<file path="src/rtl/scan_pkg.sv">
`default_nettype none

package scan_pkg;

    // --------------------
    // line buffers
    // --------------------
    localparam int num_bufs = 8;
    localparam int buf_bits = 3;

    // descriptor queue
    localparam int desc_depth = 16;
    localparam int count_bits = 5;
    localparam int high_wm    = 12;

    // pixel data and line addressing
    localparam int pix_bits  = 8;
    localparam int addr_bits = 10;

    // --------------------
    // default raster, 720x480
    // --------------------
    localparam int def_h_active = 720;
    localparam int def_h_fp     = 16;
    localparam int def_h_sync   = 62;
    localparam int def_h_bp     = 60;
    localparam int def_v_active = 480;
    localparam int def_v_fp     = 9;
    localparam int def_v_sync   = 6;
    localparam int def_v_bp     = 30;

endpackage

`default_nettype wire

</file>
<file path="src/rtl/line_handoff_if.sv">
`timescale 1ns/1ps
`default_nettype none

interface line_handoff_if;

    // filled buffer, capture to display
    logic                          desc_valid;
    logic [scan_pkg::buf_bits-1:0] desc_idx;

    // buffers handed back, display to capture
    logic                          rel_valid;
    logic [scan_pkg::num_bufs-1:0] rel_mask;

    modport capture (output desc_valid, desc_idx, input rel_valid, rel_mask);
    modport sched (input desc_valid, desc_idx, output rel_valid, rel_mask);

endinterface

`default_nettype wire

</file>
<file path="src/rtl/line_capture.sv">
`timescale 1ns/1ps
`default_nettype none

module line_capture #(
    parameter int h_active = scan_pkg::def_h_active
) (
    input  logic                           pix_clk,
    input  logic                           resetn,
    input  logic                           cam_line_valid,
    input  logic                           cam_y_valid,
    input  logic [scan_pkg::pix_bits-1:0]  cam_y,
    line_handoff_if.capture                handoff,
    output logic                           wr_en,
    output logic [scan_pkg::buf_bits-1:0]  wr_idx,
    output logic [scan_pkg::addr_bits-1:0] wr_addr,
    output logic [scan_pkg::pix_bits-1:0]  wr_data
);

    localparam int idx_w  = scan_pkg::buf_bits;
    localparam int addr_w = scan_pkg::addr_bits;

    logic [scan_pkg::num_bufs-1:0] free_map;
    logic [scan_pkg::num_bufs-1:0] free_next;
    logic [idx_w-1:0]              alloc_idx;
    logic                          alloc_ok;
    logic                          line_valid_d;
    logic                          line_rise;
    logic                          line_fall;
    logic [idx_w-1:0]              idx_q;
    logic [addr_w-1:0]             addr_q;
    logic                          drop_q;
    logic                          cur_drop;
    logic                          sample_ok;

    assign line_rise = cam_line_valid && !line_valid_d;
    assign line_fall = !cam_line_valid && line_valid_d;

    // lowest free buffer wins
    always_comb begin
        alloc_ok  = |free_map;
        alloc_idx = '0;
        for (int i = scan_pkg::num_bufs - 1; i >= 0; i--) begin
            if (free_map[i]) begin
                alloc_idx = idx_w'(i);
            end
        end
    end

    always_comb begin
        free_next = free_map;
        if (handoff.rel_valid) begin
            free_next = free_next | handoff.rel_mask;
        end
        if (line_rise && alloc_ok) begin
            free_next[alloc_idx] = 1'b0;
        end
    end

    // --------------------
    // write side
    // --------------------
    // the first sample may arrive on the rising edge itself
    assign cur_drop  = line_rise ? !alloc_ok : drop_q;
    assign wr_idx    = line_rise ? alloc_idx : idx_q;
    assign wr_addr   = line_rise ? '0 : addr_q;
    assign sample_ok = cam_line_valid && cam_y_valid && !cur_drop;
    assign wr_en     = sample_ok && (wr_addr < addr_w'(h_active));
    assign wr_data   = cam_y;

    always_ff @(posedge pix_clk or negedge resetn) begin
        if (!resetn) begin
            free_map           <= '1;
            line_valid_d       <= 1'b0;
            drop_q             <= 1'b0;
            addr_q             <= '0;
            handoff.desc_valid <= 1'b0;
        end else begin
            free_map     <= free_next;
            line_valid_d <= cam_line_valid;
            drop_q       <= cur_drop;
            // stop counting at the end of the visible line
            if (sample_ok && (wr_addr != addr_w'(h_active))) begin
                addr_q <= wr_addr + addr_w'(1);
            end else begin
                addr_q <= wr_addr;
            end
            handoff.desc_valid <= line_fall && !drop_q;
        end
    end

    always_ff @(posedge pix_clk) begin
        idx_q <= wr_idx;
        if (line_fall) begin
            handoff.desc_idx <= idx_q;
        end
    end

endmodule

`default_nettype wire

</file>
<file path="src/flat_wrapper.sv">
// flat-port wrapper written by rule: the top's interface ports become plain ports
module line_capture_flat 
#(
    parameter int h_active = scan_pkg::def_h_active
)
  (pix_clk, resetn, cam_line_valid, cam_y_valid, cam_y, wr_en, wr_idx, wr_addr, wr_data, handoff_desc_valid, handoff_desc_idx, handoff_rel_valid, handoff_rel_mask);
  line_handoff_if handoff_i ();
  input  logic pix_clk;
  input  logic resetn;
  input  logic cam_line_valid;
  input  logic cam_y_valid;
  input  logic [scan_pkg::pix_bits-1:0] cam_y;
  output logic wr_en;
  output logic [scan_pkg::buf_bits-1:0] wr_idx;
  output logic [scan_pkg::addr_bits-1:0] wr_addr;
  output logic [scan_pkg::pix_bits-1:0] wr_data;
  output wire logic [$bits(handoff_i.desc_valid)-1:0] handoff_desc_valid;
  output wire logic [$bits(handoff_i.desc_idx)-1:0] handoff_desc_idx;
  input wire logic [$bits(handoff_i.rel_valid)-1:0] handoff_rel_valid;
  input wire logic [$bits(handoff_i.rel_mask)-1:0] handoff_rel_mask;
  assign handoff_desc_valid = handoff_i.desc_valid;
  assign handoff_desc_idx = handoff_i.desc_idx;
  assign handoff_i.rel_valid = handoff_rel_valid;
  assign handoff_i.rel_mask = handoff_rel_mask;
  line_capture #(.h_active(h_active)) u_core (.pix_clk(pix_clk), .resetn(resetn), .cam_line_valid(cam_line_valid), .cam_y_valid(cam_y_valid), .cam_y(cam_y), .handoff(handoff_i), .wr_en(wr_en), .wr_idx(wr_idx), .wr_addr(wr_addr), .wr_data(wr_data));
endmodule
</file>
<file path="config.mk">
export PLATFORM = sky130hd
export DESIGN_NAME = line_capture_flat
export DESIGN_NICKNAME = d
export VERILOG_FILES = /design/src/rtl/scan_pkg.sv /design/src/rtl/line_handoff_if.sv /design/src/rtl/line_capture.sv /design/src/flat_wrapper.sv
export SDC_FILE = /design/constraint.sdc
export NUM_CORES = 1
export LEC_CHECK = 0
export ABC_AREA = 1
export BUFFER_PORTS_ARGS = -buffer_cell sky130_fd_sc_hd__buf_2
export CORE_ASPECT_RATIO = 2
export CORE_UTILIZATION = 51
export DETAILED_ROUTE_END_ITERATION = 6
export GPL_TIMING_DRIVEN = 0
export PLACE_DENSITY = 0.79
export SLEW_MARGIN = 5
export SYNTH_ARGS = -nofsm -noshare
export SYNTH_HDL_FRONTEND = slang
export SYNTH_SLANG_ARGS = --single-unit
</file>
<file path="constraint.sdc">
create_clock -name pix_clk -period 2.5 [get_ports pix_clk]
set_clock_uncertainty 0.15 [all_clocks]
set_input_delay 0.25 -clock pix_clk [delete_from_list [all_inputs] [get_ports pix_clk]]
set_output_delay 0.25 -clock pix_clk [all_outputs]
set_load 0.02 [all_outputs]
</file>
---- Word level (Yosys, flattened, before mapping) ----
Cells that the tools add are included.
operators by class
  $add $sub $neg .......................... 1
  order comparisons ....................... 3
  equal/unequal tests ..................... 1
  mux-type cells .......................... 16
  bitwise gates (word level) .............. 3
  reduce and logical (&&, ||, !) cells .... 15
operators with widths
  cell                   count
  $mux 3                 9
  $mux 10                2
  $mux 8                 2
  $add 10x1->10 const B  1
  $lt 10x10->1 const B   1
  $ne 10x10->1 const B   1
  $logic_and 1x1->1      9
  $and 8x8->8            1
  $not 8->8              1
  $or 8x8->8             1
  $reduce_or 8->1        1
  $logic_not 1->1        5
  $lt 3x4->1 const B     1
  $demux 1 s3            1
  $ge 3x1->1 const B     1
  $mux 1                 2
word-level totals
  register bits after elaboration ......... 27
  input bits .............................. 21
  output and inout port bits .............. 26
  logic and storage cells ................. 46

---- Depth between registers and ports, before layout ----
  depth in word-level cells ............... 15
  depth in mapped cells ................... 14
  mapped depth without buffers ............ 12

---- Worst setup path before layout ----
OpenSTA, ideal clock, no wires.
  kind .................................... reg-to-reg
  from .................................... reg u_core.line_valid_d
  to ...................................... reg u_core.addr_q[8]
  setup time .............................. 117 ps
  data arrival time ....................... 1651 ps
  data required time ...................... 2233 ps
  path slack .............................. 582 ps
  stages on the path, launching flop included .. 15
  buffers on the path ..................... 2
  clock period less this slack ............ 1918 ps
  path through ............................ dfrtp_1 -> inv_2 -> nand2_2 -> buf_6 -> buf_4 -> nand2_1 -> inv_1 -> ha_1 -> nand2_1 -> nor2_1 -> nand3b_1 -> nand2_1 -> nand2_1 -> nand2_1 -> nand2_1
RTL lines
  item                                                   RTL line            source
  start: declaration                                     line_capture.sv:26  logic line_valid_d;
  start signal: assignment                               line_capture.sv:79  line_valid_d <= cam_line_valid;
  $logic_not 1->1 (*)                                    line_capture.sv:35  assign line_rise = cam_line_valid && !line_valid_d;
  $logic_and 1x1->1 (*)                                  line_capture.sv:35
  $mux 10 (*)                                            line_capture.sv:65  assign wr_addr = line_rise ? '0 : addr_q;
  via wr_addr, one bit                                   flat_wrapper.sv:15  output logic [scan_pkg::addr_bits-1:0] wr_addr;
  branches (longest 2 deep; another with $add 10x1->10)  n/a
  $mux 10 (*)                                            line_capture.sv:82  if (sample_ok && (wr_addr != addr_w'(h_active))) begin
  end signal: assignment                                 line_capture.sv:83  addr_q <= wr_addr + addr_w'(1);
  end signal: assignment                                 line_capture.sv:85  addr_q <= wr_addr;
  end: declaration                                       line_capture.sv:30  logic [addr_w-1:0] addr_q;
Mark *: on every way through the listed nets, which the timed path passes.
A chain may end at the register's enable or synchronous reset.

---- Worst setup path in the final report ----
  from .................................... in cam_line_valid
  to ...................................... reg u_core.addr_q[8]
between the ends
  longest elaborated chain between the ends .. 6
ends and longest elaborated chain
  item                                                   RTL line            source
  start: declaration                                     flat_wrapper.sv:10  input logic cam_line_valid;
  branches (longest 5 deep; another with $add 10x1->10)  n/a
  $mux 10 (*)                                            line_capture.sv:82
Every way passes the cells marked *.

==> qor.csv <==
stage;metric;value;unit
outcome;outcome;completed;
logic_synthesis;Distinct cells, synth;28;
route;number of DRC violations after detailed-routing iteration 0;21;
pwr;worst vdd ir;0.4033;mV
floorplan;Boundary Pins;47;
logic_synthesis;Syn. warnings;0;
sta;unrepaired setup endpoints after global routing;false;
grt;GR Overflow Total;0;
worst_setup_path;CP Data Required Time;2.52;ns
clock_tree;clock sink total;27;
clock_tree;Post-CTS Setup Inserts;0;
grt;vias in the first global route;1314;
placed_design;placed insts;275;
placed_design;# port buffers;37;
clock_tree;Clk Latency, worst-skew pair;0.27;ns
logic_synthesis;syn nets;231;
clock_tree;H-tree lvl count;1;
sta;count of final max-slew check failures;0;
floorplan;FP Rows;28;
worst_setup_path;Crit path top cell by count;nand2_1;
logic_synthesis;Post-Synthesis Cells;208;
clock_tree;TritonCTS Buffers;3;
route;Routed Antenna Nets;0;
placed_design;worst slack, placed;0.4182;ns
worst_setup_path;Worst EP arrival;2.35;ns
placed_design;dpl hpwl;2614;um
logic_synthesis;Seq/Total Area, Yosys;43.98;%
logic_synthesis;syn avg cell area;7.495;um^2
placed_design;gpl congestion;0.8422;
sta;WHS;0.08159;ns
floorplan;die area;3295;um^2
grt;largest net degree at the start of global routing;22;
pwr;leakage power;1.053;nW
worst_hold_path;Hold Crit Class;in -> reg;
run;maxcap violations;0;
grt;first-pass GRT wire length;5188;um
finish;share of layout cells above drive strength 1;30.68;%
route;Routed WL per cell;11.73;um
route;via count;1412;
finish;FILL cells;279;
grt;number of antenna violations at the first check in global routing;0;
grt;total track usage;22.61;%
clock_tree;Clock Path Buffers;2;
worst_setup_path;crit end category;flip-flop;
sta;Fin. Hold Viols;0;
floorplan;Starting Density;52.98;%
finish;post-route insts no fill;281;
worst_setup_path;kind of critical path;in -> reg;
floorplan;Core ar.;2943;um^2
finish;Syn-to-layout area delta;18.70;%
finish;# diodes;0;
floorplan;Chip Height;80.19;um
clock_tree;root buf cell;clkbuf_8;
worst_setup_path;startpoint types;input pin;
clock_tree;clock slew at reported path FFs;0.09;ns
worst_setup_path;CP peak stage delay;0.53;ns
sta;Tmin final;2.332;ns
route;DRC violations left;0;
worst_setup_path;crit-path cells;dlygate4sd3_1 > buf_2 > nand2_2 > buf_6 > buf_4 > nand2_1 > inv_1 > ha_1 > nand2_1 > nor2_1 > nand3b_1 > nand2_1 > nand2_1 > nand2_1 > nand2_1;
sta;worst slew pin tran;0.4955;ns
floorplan;Die X;41.10;um
sta;Final WS setup;0.1683;ns
sta;post-route setup TNS;0;ns
sta;fmax;0.4289;GHz
worst_setup_path;Crit Path Max Fanout;10;
sta;Max-slew headroom;66.97;%
clock_tree;TritonCTS clock tree;done;
route;final wirelength;3295;um
worst_setup_path;Critical Path Slowest Stage Cell;dlygate4sd3_1;
pwr;P per Cell Area;517.8;nW/um^2
route;routed vias/inst;5.025;
route;DRT Pass-1 Iters;4;
sta;Tcrit/Tclk final;93.27;%
logic_synthesis;flop and latch count out of synthesis;27;
sta;Finish-stage setup viols;0;
finish;nets;275;
logic_synthesis;synthesized area;1559;um^2
state kept, by name (all words and copies together) (netlist names):
signal and count:
u_core.addr_q 10, u_core.drop_q 1, u_core.free_map 8, u_core.handoff.desc_idx 3, u_core.handoff.desc_valid 1, u_core.idx_q 3
u_core.line_valid_d 1
cell type report:
type,instances,area [um^2],share of cell area (%)
buffer,11,82.58,4.462
timing repair buffer,39,205.2,11.09
inverter,27,101.3,5.477
multi-input combinational,143,689.4,37.25
clock buffer,3,41.29,2.231
tap,30,37.54,2.028
clock inverter,1,7.507,0.4057
sequential,27,685.7,37.05
worst max-delay path, delay by kind of cell:
| family | cells | cell delay, ns |
|---|---|---|
| adder cells (fa/ha/maj) | 1 | 0.22 |
| AND/OR/NAND/NOR | 9 | 0.78 |
| buffers and inverters | 5 | 1.10 |
stage by stage:
stage          instance area [um^2]  util, %  power (mW)
2_1_floorplan                  1559        -      0.6490
3_3_place_gp                   1782    60.54      0.7111
3_5_place_dp                   1782    60.54      0.7168
4_1_cts                        1851    62.88      0.9681
5_1_grt                        1851    62.88       1.015
6_report                       1851    62.88      0.9582
cell usage after synthesis:
library cell | number | share of area, %
a21o_1 | 1 | 0.48
a21oi_1 | 7 | 2.2
buf_4 | 9 | 4.3
buf_6 | 1 | 0.72
clkbuf_1 | 1 | 0.24
dfrtp_1 | 13 | 21
dfstp_2 | 8 | 13
dfxtp_1 | 3 | 3.9
edfxtp_1 | 3 | 5.8
ha_1 | 2 | 1.6
inv_1 | 24 | 5.8
inv_2 | 3 | 0.72
nand2_1 | 75 | 18
nand2_2 | 8 | 3.2
nand2_4 | 1 | 0.72
nand3_1 | 13 | 4.2
nand3_2 | 1 | 0.64
nand3b_1 | 1 | 0.48
nand4_1 | 4 | 1.6
nor2_1 | 13 | 3.1
nor2_2 | 2 | 0.80
nor2_4 | 3 | 2.2
nor3_1 | 2 | 0.64
nor3b_1 | 1 | 0.48
o21ai_0 | 5 | 1.6
o21bai_1 | 1 | 0.48
xnor2_1 | 1 | 0.56
xor2_1 | 2 | 1.1
power by group:
part	total (mW)	switching (mW)	leakage [nW]	internal, mW
clock network	0.249	0.136	0.0217	0.113
registers	0.508	0.0195	0.313	0.488
logic	0.202	0.131	0.718	0.0708
cells in the final DEF (no fill, tap or decap), types with 4 or more instances in the layout:
master / count
buf_2: 37
buf_4: 9
dfstp_2: 8
nand3_1: 13
o21ai_0: 5
nand4_1: 4
nand2_1: 75
a21oi_1: 7
nor2_1: 13
nand2_2: 8
dfrtp_1: 13
inv_1: 24
cell families after synthesis:
| group | after synthesis | synth area share, % |
|---|---|---|
| simple gates | 124 | 36.12 |
| buf+inv | 38 | 11.80 |
| flops | 27 | 43.98 |
| compound gates | 14 | 4.815 |
| xor+xnor | 3 | 1.686 |
| fa+ha+maj | 2 | 1.605 |
what timing repair did:
item / 4_1_cts / 5_1_grt
hold buffers: 2 / 0
endpoints found under the hold margin: 14 / 0
gates resized for setup: 0 / 0
path summary, 6_finish.rpt:
kind / to / slack [ns] / startpoint / depth (start not counted)
min reg2reg: u_core.handoff.desc_valid / 0.29 / u_core.drop_q / 1
max in group asynchronous: u_core.free_map[5] / 1.52 / resetn / 2
min: u_core.free_map[0] / 0.08 / handoff_rel_mask[0] / 3
max reg2reg: u_core.addr_q[9] / 0.46 / u_core.line_valid_d / 13
min in group asynchronous: u_core.addr_q[2] / 0.31 / resetn / 2
max: u_core.addr_q[8] / 0.17 / cam_line_valid / 15
layer usage:
layer | GRT usage [%] | part of all wire [%] | vias to the layer above
li1 | - | - | 719
met1 | 21.62 | 37 | 647
met2 | 42.66 | 58 | 39
met3 | 2.486 | 3.1 | 7
met4 | 9.677 | 2.1 | 0
met5 | 0 | 0 | -
No activity file was read; power rests on OpenSTA's default activity.
