--- src/rtl/scan_pkg.sv ---
`default_nettype none

package scan_pkg;

    // --------------------
    // line buffers
    // --------------------
    localparam int num_bufs = 8;
    localparam int buf_bits = 3;

    // descriptor queue
    localparam int desc_depth = 16;
    localparam int count_bits = 5;
    localparam int high_wm    = 12;

    // pixel data and line addressing
    localparam int pix_bits  = 8;
    localparam int addr_bits = 10;

    // --------------------
    // default raster, 720x480
    // --------------------
    localparam int def_h_active = 720;
    localparam int def_h_fp     = 16;
    localparam int def_h_sync   = 62;
    localparam int def_h_bp     = 60;
    localparam int def_v_active = 480;
    localparam int def_v_fp     = 9;
    localparam int def_v_sync   = 6;
    localparam int def_v_bp     = 30;

endpackage

`default_nettype wire

--- src/rtl/video_timing.sv ---
`timescale 1ns/1ps
`default_nettype none

module video_timing #(
    parameter int h_active = scan_pkg::def_h_active,
    parameter int h_fp     = scan_pkg::def_h_fp,
    parameter int h_sync   = scan_pkg::def_h_sync,
    parameter int h_bp     = scan_pkg::def_h_bp,
    parameter int v_active = scan_pkg::def_v_active,
    parameter int v_fp     = scan_pkg::def_v_fp,
    parameter int v_sync   = scan_pkg::def_v_sync,
    parameter int v_bp     = scan_pkg::def_v_bp
) (
    input  logic                           pix_clk,
    input  logic                           resetn,
    output logic                           de,
    output logic                           hsync,
    output logic                           vsync,
    output logic [scan_pkg::addr_bits-1:0] rd_addr,
    output logic                           active_line_start,
    output logic                           blank_line_start,
    output logic                           frame_sync
);

    localparam int h_total = h_active + h_fp + h_sync + h_bp;
    localparam int v_total = v_active + v_fp + v_sync + v_bp;
    localparam int h_bits  = $clog2(h_total);
    localparam int v_bits  = $clog2(v_total);
    localparam int addr_w  = scan_pkg::addr_bits;

    logic [h_bits-1:0] h_cnt;
    logic [v_bits-1:0] v_cnt;
    logic              line_begin;
    logic              v_visible;

    always_ff @(posedge pix_clk or negedge resetn) begin
        if (!resetn) begin
            h_cnt <= '0;
            v_cnt <= '0;
        end else if (h_cnt == h_bits'(h_total - 1)) begin
            h_cnt <= '0;
            if (v_cnt == v_bits'(v_total - 1)) begin
                v_cnt <= '0;
            end else begin
                v_cnt <= v_cnt + v_bits'(1);
            end
        end else begin
            h_cnt <= h_cnt + h_bits'(1);
        end
    end

    assign line_begin = (h_cnt == '0);
    assign v_visible  = (v_cnt < v_bits'(v_active));

    assign de    = (h_cnt < h_bits'(h_active)) && v_visible;
    // syncs are active low
    assign hsync = !((h_cnt >= h_bits'(h_active + h_fp)) &&
                     (h_cnt < h_bits'(h_active + h_fp + h_sync)));
    assign vsync = !((v_cnt >= v_bits'(v_active + v_fp)) &&
                     (v_cnt < v_bits'(v_active + v_fp + v_sync)));

    assign rd_addr = addr_w'(h_cnt);

    assign active_line_start = line_begin && v_visible;
    assign blank_line_start  = line_begin && !v_visible;
    // first cycle with vsync low
    assign frame_sync = line_begin && (v_cnt == v_bits'(v_active + v_fp));

endmodule

`default_nettype wire
--- config.mk ---
export PLATFORM = sky130hd
export DESIGN_NAME = video_timing
export DESIGN_NICKNAME = d
export VERILOG_FILES = /design/src/rtl/scan_pkg.sv /design/src/rtl/video_timing.sv
export SDC_FILE = /design/constraint.sdc
export NUM_CORES = 1
export LEC_CHECK = 0
export BUFFER_PORTS_ARGS = -buffer_cell sky130_fd_sc_hd__buf_2
export CORE_MARGIN = 4
export CORE_UTILIZATION = 33
export CTS_CLUSTER_SIZE = 8
export DETAILED_ROUTE_END_ITERATION = 7
export PLACE_DENSITY = 0.58
export SLEW_MARGIN = 15
export SYNTH_ARGS = -nofsm -noshare
export SYNTH_HDL_FRONTEND = slang
export SYNTH_SLANG_ARGS = --single-unit
--- constraint.sdc ---
create_clock -name pix_clk -period 3.35 [get_ports pix_clk]
set_clock_uncertainty 0.05 [all_clocks]
set_input_delay 0.5025 -clock pix_clk [delete_from_list [all_inputs] [get_ports pix_clk]]
set_output_delay 0.5025 -clock pix_clk [all_outputs]
set_load 0.03 [all_outputs]
* After elaboration in Yosys (flattened, before gate mapping)
Cells that the tools add are included.
** Storage, ports and cells
- Register bits after elaboration :: 20
- Output and inout port bits :: 16
** Cells by class
- Muxes and demuxes :: 2
- $lt $le $gt $ge :: 6
- Equal/unequal tests :: 3
- Reductions and logical operators :: 10
- $add $sub $neg :: 2
** Operators with widths (count)
- 10-bit by 1-bit adder with 10-bit output (second input constant) :: 2
- 10-bit equality test (second input constant) :: 2
- 10-bit less-than comparator (second input constant) :: 2
- 10-bit by 9-bit less-than comparator with 1-bit output (second input constant) :: 2
- 10-bit two-way mux :: 2
- 10-bit by 9-bit equality test with 1-bit output (second input constant) :: 1
- 10-bit greater-or-equal comparator (second input constant) :: 1
- 10-bit by 9-bit greater-or-equal comparator with 1-bit output (second input constant) :: 1
- 10-bit zero test :: 1
- 1-bit logical AND :: 6
- 1-bit zero test :: 3

* Longest topological paths before layout
Gate-level depths: netlist of run 1.
- Depth in word-level cells :: 3
- Mapped depth :: 7

* Worst setup path before layout of run 1
No wires, ideal clock.
- Kind :: register to output
- From :: reg h_cnt[2], in the netlist rd_addr[2]
- To :: out frame_sync
- Setup slack :: 0.751 ns
- Arrival :: 2.046 ns
- Cell stages (with the launch flop) :: 5
- Path buffers :: 1
- Cells stage by stage :: dfrtp_1 -> clkbuf_1 -> nor4_1 -> nand4b_1 -> nor4_1
** Between the ends
- Word-level cells in the longest chain between the ends :: 2
** RTL lines
- from (decl) :: RTL line video_timing.sv:31 : logic [h_bits-1:0] h_cnt;
- from (signal assigned) :: RTL line video_timing.sv:48 : h_cnt <= h_cnt + h_bits'(1);
- 10-bit zero test :: RTL line video_timing.sv:52 : assign line_begin = (h_cnt == '0);
- 1-bit logical AND :: RTL line video_timing.sv:67 : assign frame_sync = line_begin && (v_cnt == v_bits'(v_active + v_fp));
- to (decl) :: RTL line video_timing.sv:22 : output logic frame_sync
No other way between the ends.

* Worst setup path in the final report of run 1
Ends and elaborated chain as after synthesis.

==> impl_metrics.csv, run 1 <==
group,metric,value,unit
setup_path,crit_start,"rd_addr[2]",
routing,firstDrtPassIters,4,
die,rows,21,
setup_path,slowest_delay,0.51,ns
layout,design_area,0.00133,sq mm
die,design.core.area,0.00339,sq mm
die,die_h,67.9,um
global_route,grt_use_total,12.7,%
global_route,antenna_found_initial,0,
power_and_ir_drop,pwr-share-clk,31.1,%
global_route,grt.overflow.total,0,
power_and_ir_drop,combPwrFrac,1.4,%
yosys,yosys-top-cells-area,"dfrtp_1, ha_1, nor2_1",
die,die_area,0.00461,sq mm
sta,setup_viol,0,
setup_path,arrival,1.78,ns
clocking,postCtsHoldBufs,0,
placed_design,gp_congestion,0.880,
layout,nets,154,
die,fp.dieW,67.9,um
routing,totalWireLength,2620,um
setup_path,startpoint_type,"flop",
setup_path,reg2reg_from,"rd_addr[1]",
run_status,outcome,"finished, final reports clean",
yosys,syn_area,0.00118,sq mm
power_and_ir_drop,switching_share,20.7,%
layout,layout-drive-gt1-share,16.1,%
sta,fin_tns_setup,0,ns
global_route,grt_pass1_vias,993,
setup_path,cp_slowest_cell,"dfrtp_1",
sta,rsz0062_at_grt,"false",
layout,final_cell_mix,"dfrtp_1, buf_2, nor2_1, nand3_1, o21ai_0",
setup_path,required,2.80,ns
placed_design,portBuffers,17,
clocking,clockBufferDepth,2,
clocking,cts_max_level,1,
run,max_cap_violations,0,
setup_path,cp_top_family,"simple AND/OR/NAND/NOR gates",
clocking,clock-root-buffer,"clkbuf_4",
sta,relSlewSlack,56.6,%
routing,wl_per_cell,13.8,um
clocking,cts_tree,"yes",
yosys,synth_seq_area_share,42.2,%
power_and_ir_drop,p_seq_share,67.5,%
yosys,synth_top_cell_by_area,"dfrtp_1",
setup_path,cpMostUsedCell,"nor4_1",
clocking,cts_setup_buffers,0,
setup_path,path_max_fanout,10,
clocking,cts_sinks,20,
routing,detail-route-antenna-nets,0,
yosys,postSynthAreaPerCell,9.26,sq um
die,start_util,35.0,%
sta,hold_violations,0,
clocking,clk_pin_slew_worst_paths,0.11,ns
yosys,synth_async_sr_flop_share,100,%
yosys,synth_top_area_share,42.2,%
power_and_ir_drop,power_density,270,mW/mm^2
placed_design,hpwl,1910,um
clocking,clk_latency,0.29,ns
layout,final_util,39.1,%
routing,via_per_inst,5.32,
layout,area_delta_synth_final,11.8,%
layout,final_cells,189,
layout,final_common_cell,"dfrtp_1",
sta,fmax,429,MHz
setup_path,path_cells,"nor4_1 > nand4b_1 > nor4_1 > buf_2",
global_route,grt_max_degree,21,
yosys,synth_edf_count,0,
yosys,synth.ff_latch_count,20,
setup_path,end_kind,"primary output",
clocking,cts_made_buffers,3,
setup_path,worstPathBufferInverterCount,1,
yosys,synthesis.nets,137,
hold_path,min_path_type,"in -> async",
sta,fin_crit_sh,69.5,%
yosys,synth_warnings,0,
yosys,yosysUniqueCellTypes,33,
routing,drtIter0Drc,41,
routing,drc,0,
placed_design,placed_area,0.00130,sq mm
sta,worst_hold_slack,0.0965,ns
die,pin_count,18,
yosys,synthFlopType,"dfrtp_1",
yosys,syn_inst,128,
power_and_ir_drop,vdd_drop_max,133,uV
power_and_ir_drop,p_switching,0.0000742,W
routing,vias,1005,
sta,drv_slew,0,
clocking,post_cts_resized,0,
setup_path,critical_path_class,"reg -> out",
layout,n_antenna_cell,0,
global_route,grt_pass1_wl,4530,um
sta,fin_crit,2.33,ns
sta,tightest_slew,0.642,ns
power_and_ir_drop,leakagePower,0.611,nW
power_and_ir_drop,p_int,0.000283,W
placed_design,dp.cells,186,
-- final cells by class --
class                      count  area (sq um)
sequential                    20           500
timing repair buffer          18          92.6
tap                           46          57.6
fill                         345          2060
inverter                       6          22.5
multi-input combinational     96           629
clock buffer                   3          22.5
-- metal layers --
metal  wire, um  track usage [%]  vias to the layer above
li1           -                -                      490
met4         18             4.47                        0
met1       1240             16.7                      490
met2       1210             20.8                       23
met5          0                0                        -
met3        155             2.30                        2
-- cells by family after synthesis --
kind of cell / Yosys count / synth area share (%)
compound gates: 19 / 10.5
xor+xnor: 10 / 7.39
fa+ha+maj: 7 / 7.39
buf+inv: 12 / 4.65
flops: 20 / 42.2
mux: 1 / 0.950
simple gates: 59 / 26.9
-- through the flow --
stage,power (W),worst slack [ns]
after floorplan,0.000246,0.751
after global placement,0.000251,1.39
after detailed placement,0.000252,1.32
after CTS,0.000366,0.996
after global routing,0.000374,0.827
final,0.000358,1.02
-- worst register-to-register path, cell delays in order, from the launching register on --
cell     delay, ns
dfrtp_1       0.44
inv_1         0.12
ha_1          0.15
nand4_1       0.12
or4_4         0.58
or3_1         0.39
o21ai_1       0.11
-- path summary, 6_finish.rpt --
check | end | slack [ns] | cells after the start
max | frame_sync | 1.02 | 4
min | rd_addr[4] | 0.1 | 1
max reg2reg | v_cnt[4] | 1.32 | 6
min reg2reg | v_cnt[7] | 0.47 | 1
max in group asynchronous | v_cnt[5] | 2.83 | 1
min in group pix_clk | v_cnt[7] | 0.47 | 1
-- power groups by stage --
stage | Clock, W | Combinational, W | Sequential, W
after detailed placement | 0 | 0.00000573 | 0.000246
after global routing | 0.000126 | 0.00000631 | 0.000241
after CTS | 0.000119 | 0.00000573 | 0.000241
final | 0.000111 | 0.00000513 | 0.000241
after floorplan | 0 | 0.000000000272 | 0.000246
after global placement | 0 | 0.00000543 | 0.000246
-- registers in the layout (all words and copies together) (netlist names) --
register,cells
rd_addr,10
v_cnt,10
-- synthesized netlist by cell type, types with 3 or more instances --
cell and instances:
nor2_1 16, a22o_1 3, a21o_1 3, clkbuf_1 3
and4_1 3, xnor2_1 4, o21ai_0 8, and3_1 3
xor2_1 6, nand4_1 4, ha_1 7, inv_1 6
nor3_1 4, dfrtp_1 20, nor4_1 4, nand2_1 7
nand3_1 8
(Power assumes the default switching activity.)
==> run 2: changes to the inputs <==
ABC_AREA = 1   (was unset)
PLACE_DENSITY = 0.57   (was 0.58)
clock period = 2.3 ns   (was 3.35 ns; I/O delays follow)
==> run 2 against run 1 <==
  * Sequential power grew 46%
  * Largest cell class unchanged
  * Power grew 77%
  * Die area grew 19%
  * Synthesized area grew 22%
  * Core utilization grew 0.80 points
  * Critical path type unchanged
  * Critical path depth grew 2
==> impl_metrics.csv, run 2 <==
group,metric,value,unit
yosys,synth_top_area_share,34.6,%
layout,area_delta_synth_final,13.6,%
layout,final_cell_mix,"nand2_1, inv_1, nor2_1, dfrtp_1, buf_2",
layout,layout-drive-gt1-share,22.0,%
setup_path,critical_path_class,"reg -> out",
power_and_ir_drop,p_int,0.000505,W
yosys,synth.ff_latch_count,20,
power_and_ir_drop,combPwrFrac,1.4,%
yosys,yosysMostFrequentCell,"nand2_1",
yosys,syn_area,0.00145,sq mm
clocking,cts_tree,"yes",
sta,hold_violations,0,
layout,nets,233,
power_and_ir_drop,p_seq_share,55.4,%
sta,relSlewSlack,66.6,%
yosys,synth_async_sr_flop_share,100,%
hold_path,min_path_type,"reg -> reg",
routing,drc,0,
sta,fin_ws,0.266,ns
die,die_h,74.2,um
layout,n_antenna_cell,0,
power_and_ir_drop,p_switching,0.000128,W
layout,final_util,39.9,%
yosys,synthFlopType,"dfrtp_1",
routing,firstDrtPassIters,4,
clocking,clk_latency,0.26,ns
run,max_cap_violations,0,
setup_path,r2r_cells,8,
yosys,yosysUniqueCellTypes,24,
routing,vias,1212,
global_route,grtUsageMet1,18.6,%
sta,drv_slew,0,
routing,detail-route-antenna-nets,0,
setup_path,r2r-end,"v_cnt[8]",
yosys,synthesis.nets,212,
hold_path,min_to,"v_cnt[6]",
placed_design,hpwl,2460,um
power_and_ir_drop,vdd_drop_max,251,uV
placed_design,portBuffers,17,
yosys,synth_warnings,0,
global_route,use_met2,19.0,%
die,rows,23,
die,pin_count,18,
clocking,clock-root-buffer,"clkbuf_8",
global_route,grt-busiest-layer,"met2",
setup_path,startpoint_type,"flop",
die,start_util,35.1,%
hold_path,min-delay-start,"v_cnt[6]",
yosys,yosys-top-cells-area,"dfrtp_1, nand2_1, inv_1",
yosys,postSynthAreaPerCell,7.12,sq um
placed_design,gp_congestion,0.901,
yosys,syn_inst,203,
global_route,grt_max_degree,21,
power_and_ir_drop,leakagePower,0.902,nW
global_route,antenna_found_initial,0,
clocking,cts_max_level,1,
sta,tightest_slew,0.500,ns
setup_path,arrival,1.64,ns
routing,wl_per_cell,11.3,um
sta,setup_viol,0,
clocking,cts_sinks,20,
global_route,grt_use_total,12.7,%
power_and_ir_drop,pwr-share-clk,43.2,%
yosys,synth_commonest_cells,"nand2_1, inv_1, nor2_1",
clocking,clk_pin_slew_worst_paths,0.07,ns
routing,drtIter0Drc,55,
global_route,met3_usage,1.08,%
setup_path,required,1.90,ns
setup_path,worst-r2r-setup-slack,0.50,ns
run_status,outcome,"finished, final reports clean",
placed_design,pre_cts_slack,0.482,ns
layout,final_common_cell,"nand2_1",
yosys,synth_edf_count,0,
hold_path,whs_path_depth,1,
sta,fin_tns_setup,0,ns
yosys,synth_top_cell_by_area,"dfrtp_1",
power_and_ir_drop,power_density,386,mW/mm^2
clocking,cts_setup_buffers,0,
setup_path,reg2reg_from,"rd_addr[1]",
routing,via_per_inst,4.44,
sta,fin_crit,2.03,ns
setup_path,end_kind,"primary output",
clocking,clockBufferDepth,2,
clocking,cts_made_buffers,3,
power_and_ir_drop,switching_share,20.2,%
die,fp.dieW,74.2,um
yosys,synth_seq_area_share,34.6,%
global_route,grt_pass1_vias,1135,
die,design.core.area,0.00412,sq mm
die,die_area,0.00550,sq mm
global_route,grt_pass1_wl,5380,um
sta,fmax,492,MHz
sta,rsz0062_at_grt,"false",
global_route,grt.overflow.total,0,
routing,totalWireLength,3080,um
setup_path,path_max_fanout,5,
sta,fin_crit_sh,88.4,%
## run 2: final cells by class
cell class	instances	area [sq um]
clock buffer	4	55.1
fill	437	2470
inverter	39	146
multi-input combinational	142	782
sequential	20	500
tap	50	62.6
timing repair buffer	18	95.1
## run 2: worst max-delay path, stage by stage, from the launching register on
cell and delay (ns):
dfrtp_1 0.43, inv_1 0.10, ha_1 0.14, nor3b_1 0.28, nand2_1 0.11, a21oi_1 0.12, buf_2 0.21
## run 2: power groups by stage
stage               logic [W]  registers [W]  clock network [W]
6_report           0.00000885       0.000351           0.000273
3_3_place_gp       0.00000830       0.000358                  0
5_1_grt             0.0000105       0.000351           0.000296
3_5_place_dp       0.00000841       0.000358                  0
2_1_floorplan  0.000000000542       0.000358                  0
4_1_cts            0.00000975       0.000351           0.000284
## run 2: cell families after synthesis
logic type | after synthesis | share of synthesized area, %
AOI/OAI and AO/OA | 18 | 8.05
xor gates and xnor gates | 7 | 4.24
adders and majority gates | 7 | 6.06
buffers and inverters | 41 | 11.3
DFF | 20 | 34.6
and+or+nand+nor | 110 | 35.8
## run 2: how the worst max path moves through the flow
stage                     slack [ns]                to  depth (start not counted)        from
final                           0.27  blank_line_start                          6  rd_addr[1]
after global routing            0.04        frame_sync                          6  rd_addr[1]
after CTS                       0.22  blank_line_start                          6  rd_addr[1]
after detailed placement        0.48          v_cnt[8]                          7  rd_addr[1]
after global placement          0.54          v_cnt[4]                          8  rd_addr[1]
after floorplan                 0.35  blank_line_start                          5  rd_addr[1]
## run 2: stage by stage
stage               cell area [sq um]  std cells  hold slack, ns  power (W)
floorplan                        1450        203       -0.000591   0.000358
CTS                              1640        273           0.493   0.000645
global placement                 1580        268           0.282   0.000367
finish                           1640        273           0.495   0.000634
global route                     1640        273           0.499   0.000658
detailed placement               1580        268           0.285   0.000367
## run 2: timing repair
action | CTS | global route
gates resized for setup | 0 | 0
setup endpoints to repair | 0 | 0
hold endpoints to repair | 9 | 0
hold buffers | 1 | 0
## run 2: metal layers
metal | up-vias | part of all wire, % | routed length (um)
li1 | 664 | - | -
met1 | 526 | 53 | 1640
met2 | 18 | 42 | 1310
met3 | 4 | 2.3 | 72
met4 | 0 | 1.8 | 55
met5 | - | 0 | 0
